### src/dbg_pkg.sv
package dbg_pkg;

    ////////////////////////////////
    // data words and pipeline payload
    ////////////////////////////////
    typedef logic [31:0] word_t;

    typedef struct packed {
        logic  valid;
        word_t instr;
    } stage_t;

    // instruction fields
    localparam int OPC_MSB = 31;
    localparam int OPC_LSB = 26;
    localparam int RD_MSB  = 25;
    localparam int RD_LSB  = 21;
    localparam int IMM_MSB = 15;
    localparam int IMM_LSB = 0;

    localparam logic [5:0] OP_LOAD_IMM = 6'd1;
    localparam logic [5:0] OP_ADD_IMM  = 6'd2;
    localparam logic [5:0] OP_HALT     = 6'h3f;

    ////////////////////////////////
    // host commands
    ////////////////////////////////
    localparam logic [7:0] CMD_START      = 8'd1;
    localparam logic [7:0] CMD_CONTINUOUS = 8'd2;
    localparam logic [7:0] CMD_STEP_MODE  = 8'd3;
    localparam logic [7:0] CMD_REPROGRAM  = 8'd5;
    localparam logic [7:0] CMD_STEP       = 8'd6;

    typedef enum logic [2:0] {
        ST_IDLE,
        ST_PROGRAMMING,
        ST_WAITING,
        ST_STEP_MODE,
        ST_CONTINUOUS,
        ST_SENDING
    } dbg_state_t;

endpackage
### src/debug_core_top.sv
`timescale 1ns/1ns

module debug_core_top
    import dbg_pkg::*;
#(
    parameter int NUM_STAGES = 3,
    parameter int NUM_REGS   = 8,
    parameter int PROG_DEPTH = 64
) (
    input  logic       clk,
    input  logic       reset,
    input  logic       rx_valid,
    input  logic [7:0] rx_data,
    output logic       tx_start,
    output logic [7:0] tx_data,
    input  logic       tx_done,
    output dbg_state_t state
);

    logic                          prog_we;
    logic [$clog2(PROG_DEPTH)-1:0] prog_addr;
    word_t                         prog_data;
    logic                          core_reset;
    logic                          step_en;
    stage_t                        fetch_out;
    word_t                         pc;
    stage_t                        snap [NUM_STAGES]; // stage 1 at index 0
    logic                          halted;
    logic [$clog2(NUM_REGS)-1:0]   reg_addr;
    word_t                         reg_data;

    debug_unit #(
        .NUM_STAGES (NUM_STAGES),
        .NUM_REGS   (NUM_REGS),
        .PROG_DEPTH (PROG_DEPTH)
    ) u_debug (
        .clk        (clk),
        .reset      (reset),
        .rx_valid   (rx_valid),
        .rx_data    (rx_data),
        .tx_done    (tx_done),
        .snapshots  (snap),
        .pc         (pc),
        .halted     (halted),
        .reg_data   (reg_data),
        .tx_start   (tx_start),
        .tx_data    (tx_data),
        .state      (state),
        .prog_we    (prog_we),
        .prog_addr  (prog_addr),
        .prog_data  (prog_data),
        .core_reset (core_reset),
        .step_en    (step_en),
        .reg_addr   (reg_addr)
    );

    instr_fetch #(
        .PROG_DEPTH (PROG_DEPTH)
    ) u_fetch (
        .clk        (clk),
        .reset      (reset),
        .core_reset (core_reset),
        .step_en    (step_en),
        .prog_we    (prog_we),
        .prog_addr  (prog_addr),
        .prog_data  (prog_data),
        .fetch_out  (fetch_out),
        .pc         (pc)
    );

    ////////////////////////////////
    // latch chain
    ////////////////////////////////
    for (genvar g = 0; g < NUM_STAGES; g++) begin : g_stage
        stage_t stage_in;

        if (g == 0) begin : g_first
            assign stage_in = fetch_out;
        end else begin : g_next
            assign stage_in = snap[g-1];
        end

        pipe_stage u_stage (
            .clk        (clk),
            .reset      (reset),
            .core_reset (core_reset),
            .step_en    (step_en),
            .stage_in   (stage_in),
            .stage_out  (snap[g])
        );
    end

    retire_unit #(
        .NUM_REGS (NUM_REGS)
    ) u_retire (
        .clk        (clk),
        .reset      (reset),
        .core_reset (core_reset),
        .step_en    (step_en),
        .retire_in  (snap[NUM_STAGES-1]), // last stage drains here
        .reg_addr   (reg_addr),
        .reg_data   (reg_data),
        .halted     (halted)
    );

endmodule

### src/debug_unit.sv
`timescale 1ns/1ns

module debug_unit
    import dbg_pkg::*;
#(
    parameter int NUM_STAGES = 3,
    parameter int NUM_REGS   = 8,
    parameter int PROG_DEPTH = 64
) (
    input  logic                          clk,
    input  logic                          reset,
    input  logic                          rx_valid,
    input  logic [7:0]                    rx_data,
    input  logic                          tx_done,
    input  stage_t                        snapshots [NUM_STAGES],
    input  word_t                         pc,
    input  logic                          halted,
    input  word_t                         reg_data,
    output logic                          tx_start,
    output logic [7:0]                    tx_data,
    output dbg_state_t                    state,
    output logic                          prog_we,
    output logic [$clog2(PROG_DEPTH)-1:0] prog_addr,
    output word_t                         prog_data,
    output logic                          core_reset,
    output logic                          step_en,
    output logic [$clog2(NUM_REGS)-1:0]   reg_addr
);

    localparam int RAW       = $clog2(NUM_REGS);
    localparam int NUM_WORDS = NUM_STAGES + NUM_REGS + 2; // pc, stages, cycles, regs
    localparam int WIW       = $clog2(NUM_WORDS);
    localparam int CNT_WORD  = NUM_STAGES + 1;
    localparam int REG_BASE  = NUM_STAGES + 2;

    logic [1:0]     rx_cnt;      // bytes of the current program word
    word_t          word_buf;
    logic           step_pulse;
    word_t          cycle_count;
    logic [WIW-1:0] word_idx;
    logic [1:0]     byte_cnt;
    logic           last_byte;
    word_t          dump_word;

    assign prog_data = word_buf;

    // core held in reset whenever it is not being run or dumped
    assign core_reset = (state == ST_WAITING) || (state == ST_IDLE)
                     || (state == ST_PROGRAMMING);

    assign step_en = step_pulse || ((state == ST_CONTINUOUS) && !halted);

    assign last_byte = (word_idx == WIW'(NUM_WORDS - 1)) && (byte_cnt == 2'd3);

    ////////////////////////////////
    // byte assembly, lsb first
    ////////////////////////////////
    always_ff @(posedge clk) begin
        if (rx_valid && (state == ST_PROGRAMMING)) begin
            word_buf <= {rx_data, word_buf[31:8]};
        end
    end

    ////////////////////////////////
    // control FSM
    ////////////////////////////////
    always_ff @(posedge clk or posedge reset) begin
        if (reset) begin
            state       <= ST_WAITING;
            rx_cnt      <= '0;
            prog_we     <= 1'b0;
            prog_addr   <= '0;
            step_pulse  <= 1'b0;
            cycle_count <= '0;
            word_idx    <= '0;
            byte_cnt    <= '0;
            tx_start    <= 1'b0;
        end else begin
            step_pulse <= 1'b0;
            if (step_en) begin
                cycle_count <= cycle_count + 32'd1;
            end

            case (state)
                ST_IDLE: begin
                    rx_cnt    <= '0;
                    prog_addr <= '0;
                    if (rx_valid && (rx_data == CMD_START)) begin
                        state <= ST_PROGRAMMING;
                    end
                end

                ST_PROGRAMMING: begin
                    if (rx_valid) begin
                        rx_cnt <= rx_cnt + 2'd1;
                        if (rx_cnt == 2'd3) begin
                            prog_we <= 1'b1; // write next cycle
                        end
                    end
                    if (prog_we) begin
                        prog_we   <= 1'b0;
                        prog_addr <= prog_addr + 1'b1;
                        if (prog_data[OPC_MSB:OPC_LSB] == OP_HALT) begin
                            state <= ST_WAITING;
                        end
                    end
                end

                ST_WAITING: begin
                    cycle_count <= '0;
                    if (rx_valid) begin
                        case (rx_data)
                            CMD_REPROGRAM:  state <= ST_IDLE;
                            CMD_CONTINUOUS: state <= ST_CONTINUOUS;
                            CMD_STEP_MODE:  state <= ST_STEP_MODE;
                            default: ; // anything else is dropped
                        endcase
                    end
                end

                ST_STEP_MODE: begin
                    if (rx_valid) begin
                        if (rx_data == CMD_STEP) begin
                            step_pulse <= 1'b1;
                            state      <= ST_SENDING;
                        end else if (rx_data == CMD_REPROGRAM) begin
                            state <= ST_IDLE;
                        end
                    end
                end

                ST_CONTINUOUS: begin
                    if (halted) begin
                        state <= ST_SENDING;
                    end
                end

                ST_SENDING: begin
                    if (!tx_start) begin
                        tx_start <= 1'b1;
                    end else if (tx_done) begin
                        tx_start <= 1'b0;
                        byte_cnt <= byte_cnt + 2'd1;
                        if (byte_cnt == 2'd3) begin
                            word_idx <= word_idx + 1'b1;
                        end
                        if (last_byte) begin
                            word_idx <= '0;
                            state    <= halted ? ST_WAITING : ST_STEP_MODE;
                        end
                    end
                end

                default: state <= ST_WAITING;
            endcase
        end
    end

    ////////////////////////////////
    // dump source select
    ////////////////////////////////
    always_comb begin
        dump_word = reg_data;
        reg_addr  = '0;
        if (word_idx == '0) begin
            dump_word = pc;
        end else if (word_idx == WIW'(CNT_WORD)) begin
            dump_word = cycle_count;
        end else if (word_idx >= WIW'(REG_BASE)) begin
            reg_addr = RAW'(word_idx - WIW'(REG_BASE));
        end
        for (int s = 0; s < NUM_STAGES; s++) begin
            if (word_idx == WIW'(s + 1)) begin
                dump_word = snapshots[s].valid ? snapshots[s].instr : '0; // bubble reads 0
            end
        end
    end

    assign tx_data = dump_word[8*byte_cnt +: 8];

endmodule

### src/retire_unit.sv
`timescale 1ns/1ns

module retire_unit
    import dbg_pkg::*;
#(
    parameter int NUM_REGS = 8
) (
    input  logic                        clk,
    input  logic                        reset,
    input  logic                        core_reset,
    input  logic                        step_en,
    input  stage_t                      retire_in,
    input  logic [$clog2(NUM_REGS)-1:0] reg_addr,
    output word_t                       reg_data,
    output logic                        halted
);

    localparam int RAW = $clog2(NUM_REGS);

    word_t      regs [NUM_REGS];
    logic [5:0] opcode;
    logic [4:0] rd;
    word_t      imm_ext;
    logic       rd_ok;
    logic       retire;

    ////////////////////////////////
    // decode
    ////////////////////////////////
    assign opcode  = retire_in.instr[OPC_MSB:OPC_LSB];
    assign rd      = retire_in.instr[RD_MSB:RD_LSB];
    assign imm_ext = {16'd0, retire_in.instr[IMM_MSB:IMM_LSB]}; // zero extended
    assign rd_ok   = (int'(rd) < NUM_REGS);
    assign retire  = step_en && retire_in.valid;

    always_ff @(posedge clk or posedge reset) begin
        if (reset) begin
            halted <= 1'b0;
            for (int i = 0; i < NUM_REGS; i++) begin
                regs[i] <= '0;
            end
        end else if (core_reset) begin
            halted <= 1'b0;
            for (int i = 0; i < NUM_REGS; i++) begin
                regs[i] <= '0;
            end
        end else if (retire) begin
            case (opcode)
                OP_LOAD_IMM: begin
                    if (rd_ok) begin
                        regs[rd[RAW-1:0]] <= imm_ext;
                    end
                end
                OP_ADD_IMM: begin
                    if (rd_ok) begin
                        regs[rd[RAW-1:0]] <= regs[rd[RAW-1:0]] + imm_ext;
                    end
                end
                OP_HALT: halted <= 1'b1;
                default: ; // no-op
            endcase
        end
    end

    // read port for the dump
    assign reg_data = regs[reg_addr];

endmodule

### src/pipe_stage.sv
`timescale 1ns/1ns

module pipe_stage
    import dbg_pkg::*;
(
    input  logic   clk,
    input  logic   reset,
    input  logic   core_reset,
    input  logic   step_en,
    input  stage_t stage_in,
    output stage_t stage_out
);

    // latch between two stages, moves only when the core is stepped
    always_ff @(posedge clk or posedge reset) begin
        if (reset) begin
            stage_out <= '0;
        end else if (core_reset) begin
            stage_out <= '0; // bubble
        end else if (step_en) begin
            stage_out <= stage_in;
        end
    end

endmodule

### src/instr_fetch.sv
`timescale 1ns/1ns

module instr_fetch
    import dbg_pkg::*;
#(
    parameter int PROG_DEPTH = 64
) (
    input  logic                          clk,
    input  logic                          reset,
    input  logic                          core_reset,
    input  logic                          step_en,
    input  logic                          prog_we,
    input  logic [$clog2(PROG_DEPTH)-1:0] prog_addr,
    input  word_t                         prog_data,
    output stage_t                        fetch_out,
    output word_t                         pc
);

    localparam int PAW = $clog2(PROG_DEPTH);

    word_t mem [PROG_DEPTH];
    word_t cur_word;
    logic  halt_issued;

    // program memory, written only by the loader
    always_ff @(posedge clk) begin
        if (prog_we) begin
            mem[prog_addr] <= prog_data;
        end
    end

    assign cur_word = mem[pc[PAW-1:0]];

    // stage 1 captures this on the same step_en that bumps pc
    assign fetch_out = '{valid: !halt_issued, instr: cur_word};

    always_ff @(posedge clk or posedge reset) begin
        if (reset) begin
            pc          <= '0;
            halt_issued <= 1'b0;
        end else if (core_reset) begin
            pc          <= '0;
            halt_issued <= 1'b0;
        end else if (step_en && !halt_issued) begin
            pc <= pc + 32'd1;
            if (cur_word[OPC_MSB:OPC_LSB] == OP_HALT) begin
                halt_issued <= 1'b1; // pc frozen from here on
            end
        end
    end

endmodule

### config.mk
export PLATFORM = sky130hd
export DESIGN_NAME = debug_core_top
export DESIGN_NICKNAME = d
export VERILOG_FILES = /design/src/dbg_pkg.sv /design/src/debug_core_top.sv /design/src/debug_unit.sv /design/src/retire_unit.sv /design/src/pipe_stage.sv /design/src/instr_fetch.sv
export SDC_FILE = /design/constraint.sdc
export NUM_CORES = 2
export LEC_CHECK = 0
export BUFFER_PORTS_ARGS = -buffer_cell sky130_fd_sc_hd__buf_4
export CAP_MARGIN = 20
export CORE_ASPECT_RATIO = 1.75
export CORE_MARGIN = 2
export CORE_UTILIZATION = 45
export CTS_BUF_LIST = sky130_fd_sc_hd__clkbuf_2 sky130_fd_sc_hd__clkbuf_4 sky130_fd_sc_hd__clkbuf_8
export DETAILED_ROUTE_END_ITERATION = 10
export SYNTH_ARGS = -nofsm -noshare
export SYNTH_HDL_FRONTEND = slang
export SYNTH_HIERARCHICAL = 1
export SYNTH_SLANG_ARGS = --single-unit
### constraint.sdc
create_clock -name clk -period 15 [get_ports clk]
set_input_delay 1.5 -clock clk [delete_from_list [all_inputs] [get_ports clk]]
set_output_delay 1.5 -clock clk [all_outputs]
set_load 0.01 [all_outputs]
==> qor.csv <==
metric;value;unit
outcome;complete, no violations;
slowest_delay;0.75;ns
cts_setup_buffers;0;
yosysWarningCount;6;
synth-adder-area-share;0.320;%
final_common_cell;edfxtp_1;
wl_per_cell;32.5;um
routed_wl;302000;um
synth_top_family_by_area;multiplexers;
drt-pass1-iter-count;6;
rows;233;
dpl_cell_area;0.108;mm2
utilization;50.1;%
cts_sinks;2521;
cts_root_buffer;clkbuf_8;
ys_types;98;
antenna_found_initial;5;
clockPowerShare;36.4;%
synth_top_area_share;60.1;%
crit_path_start_kind;register;
chipHeight;639;um
cts_resized;0;
rr_startpoint;g_stage[2].u_stage/stage_out[22];
setup_tns;0;ns
finalInstanceArea;0.115;mm2
overflow;0;
met3_usage;3.11;%
crit_type;register to primary output;
grt_use_total;25.7;%
dp_hpwl;184000;um
insertion_delay;0.99;ns
power_frac_seq;53.6;%
synth_area;0.104;mm2
dieArea;0.235;mm2
async_reset_ff_share;17.5;%
nets;5966;
worst_slew_pin_slew;1.08;ns
finalMaxSlewViolations;0;
cp_cell_sequence;inv_1 -> ha_1 -> buf_4 -> clkinv_1 -> a21oi_1 -> nor2_4 -> buf_4 -> mux4_2 -> mux2_2 -> o221ai_1 -> o21ai_0 -> a221oi_1 -> o31ai_1 -> buf_4;
syn_inst;5712;
period_needed;7.80;ns
grt_pass1_vias;59100;
core_area;0.230;mm2
drive_gt1_share;26.6;%
multi_input_area;0.0289;mm2
leakage;0.0369;uW
cts_buffer_depth;4;
dp.cells;8627;
grt_pass1_wl;432000;um
hold_start;u_debug/prog_data[9];
drcViolationCount;0;
cp.required;13.50;ns
yosys.area.top_type;edfxtp_1;
syn_avg_cell_area;18.2;um2
maxSlewHeadroom;27.7;%
final_cell_mix;edfxtp_1, mux4_2, dfrtp_1;
rsz0062_at_grt;no;
ios;24;
ir_worst_vdd;90.7;uV
cp_max_fo;46;
synth_compound_area_share;4.37;%
ys_ff_latch;2521;
crit_path_end_kind;primary output;
final_cells;9269;
power;14800;uW
synth-simple-area-share;4.25;%
fmax;0.128;GHz
cpMostUsedCell;buf_4;
startpoint;u_debug/word_idx[0];
grt.busiest_layer;met2;
area_delta_synth_final;10.9;%
die_w;367;um
p_comb_share;10.0;%
vias;57000;
p_switching;3830;uW
io_buffers;23;
detail-route-antenna-nets;0;
place.gp.congestion;0.986;
critPathArrivalTime;6.30;ns
setup-violations-final;0;
switching_share;25.9;%
hp-class;register to register;
power.density;128;mW/mm2
slowest_stage;buf_4;
cts_hold_buf;0;
synthMuxAreaShare;17.6;%
initial_core_util;45.2;%
htreeDepth;5;
cts_inserted_buffers;354;
synth_xor_xnor_area_share;0.755;%
synthTopCellsByArea;edfxtp_1, mux4_2, dfrtp_1, mux2i_1, nand2_1;
syn_nets;5750;
met2_usage;46.7;%
clkTransAtPathRegs;0.07;ns
ys_seq_area_share;70.8;%
drv_cap;0;
internal-power;11000;uW
timing.final.crit_share;52.0;%
met1_usage;29.1;%
finalHoldViolCount;0;
skew;0.0627;ns
cts_tree;yes;
register_area;0.0735;mm2
fill_cells;19000;
drt_iter0_markers;5535;
synth_edf_count;2080;
synth_ff_type;edfxtp_1;
grt_start_max_net_pins;133;
vias_per_cell;6.15;
## stage by stage
| step | hold WS (ns) | worst slack, ns |
|---|---|---|
| floorplan | 0.458 | 6.43 |
| global placement | 0.445 | 8.37 |
| detailed placement | 0.446 | 8.32 |
| CTS | 0.467 | 7.25 |
| global route | 0.476 | 7.05 |
| finish | 0.450 | 7.20 |
## final timing paths
| check | to | slack, ns | depth (start not counted) |
|---|---|---|---|
| worst max-delay path | tx_data[3] | 7.20 | 14 |
| worst min-delay path | u_debug/prog_data[1] | 0.45 | 0 |
| worst max register to register | u_retire/regs[26] | 8.80 | 17 |
| worst min register to register | u_debug/prog_data[1] | 0.45 | 0 |
| max in group asynchronous | u_retire/regs[205] | 11.62 | 4 |
| min in group asynchronous | u_fetch/pc[26] | 0.70 | 2 |
## cells in the mapped netlist (all sizes together) (5+ instances only)
| master | number |
|---|---|
| edfxtp | 2080 |
| mux4 | 718 |
| dfrtp | 440 |
| nand2 | 413 |
| nor2 | 321 |
| o21ai | 305 |
| clkbuf | 232 |
| a21oi | 184 |
| mux2i | 157 |
| buf | 132 |
| a22oi | 68 |
| nand3 | 63 |
| inv | 58 |
| xor2 | 53 |
| mux2 | 43 |
| o221ai | 39 |
| xnor2 | 34 |
| nand3b | 26 |
| ha | 25 |
| nand4 | 24 |
| a21o | 23 |
| a221oi | 22 |
| nor2b | 21 |
| nor3 | 20 |
| a21boi | 19 |
| and3 | 17 |
| and2 | 15 |
| nand2b | 13 |
| or2 | 13 |
| nor4 | 11 |
| o31ai | 9 |
| or3 | 8 |
| a31oi | 7 |
| and4 | 7 |
| o22ai | 7 |
| o32ai | 7 |
| a211oi | 6 |
| o211ai | 5 |
## power by group through the flow
stage	clock (uW)	sequential (uW)	combinational [uW]
floorplan	0	8200	697
global placement	0	8060	1450
detailed placement	0	8060	1480
CTS	5500	7910	1480
global route	5770	7920	1550
finish	5380	7920	1490
## layer usage
layer | vias to the layer above | part of all wire (%)
li1 | 23300 | -
met1 | 30500 | 35
met2 | 2350 | 53
met3 | 762 | 5.3
met4 | 0 | 6.5
met5 | - | 0
## area by class of cell
cell class	instances	share of cell area [%]
Antenna cell	2	0.00434
Clock buffer	467	5.10
Clock inverter	173	0.961
Inverter	60	0.213
Multi-Input combinational cell	2767	25.1
Sequential cell	2521	63.8
Tap cell	3055	3.32
Timing Repair Buffer	224	1.50
## flip-flops by register name, summed over array words and instances (netlist names)
register and flops:
u_retire/halted 1, u_debug/cycle_count 32, u_debug/prog_addr 6, u_debug/rx_cnt 2
u_debug/prog_data 32, u_debug/tx_start 1, u_fetch/pc 32, u_debug/step_pulse 1
u_debug/prog_we 1, u_debug/state 3, u_retire/regs 256, u_fetch/halt_issued 1
u_fetch/mem 2048, g_stage.u_stage/stage_out 99, u_debug/byte_cnt 2, u_debug/word_idx 4
## cells by family (layout without fill, tap and decap cells)
group	count (synthesis)	after routing
AOI/OAI and AO/OA	743	743
xor gates and xnor gates	87	87
adders and majority gates	26	26
buffers and inverters	424	924
DFF	2521	2521
muxes	918	918
other	0	2
and+or+nand+nor	993	993
## worst max-delay path: cells and delay by family (launching register included)
family / cells / cell delay, ns
compound gates: 5 / 1.34
fa+ha+maj: 1 / 0.22
buf+inv: 5 / 1.76
flops: 1 / 0.50
mux: 2 / 0.76
simple gates: 1 / 0.61
No activity file was read; power rests on OpenSTA's default activity.
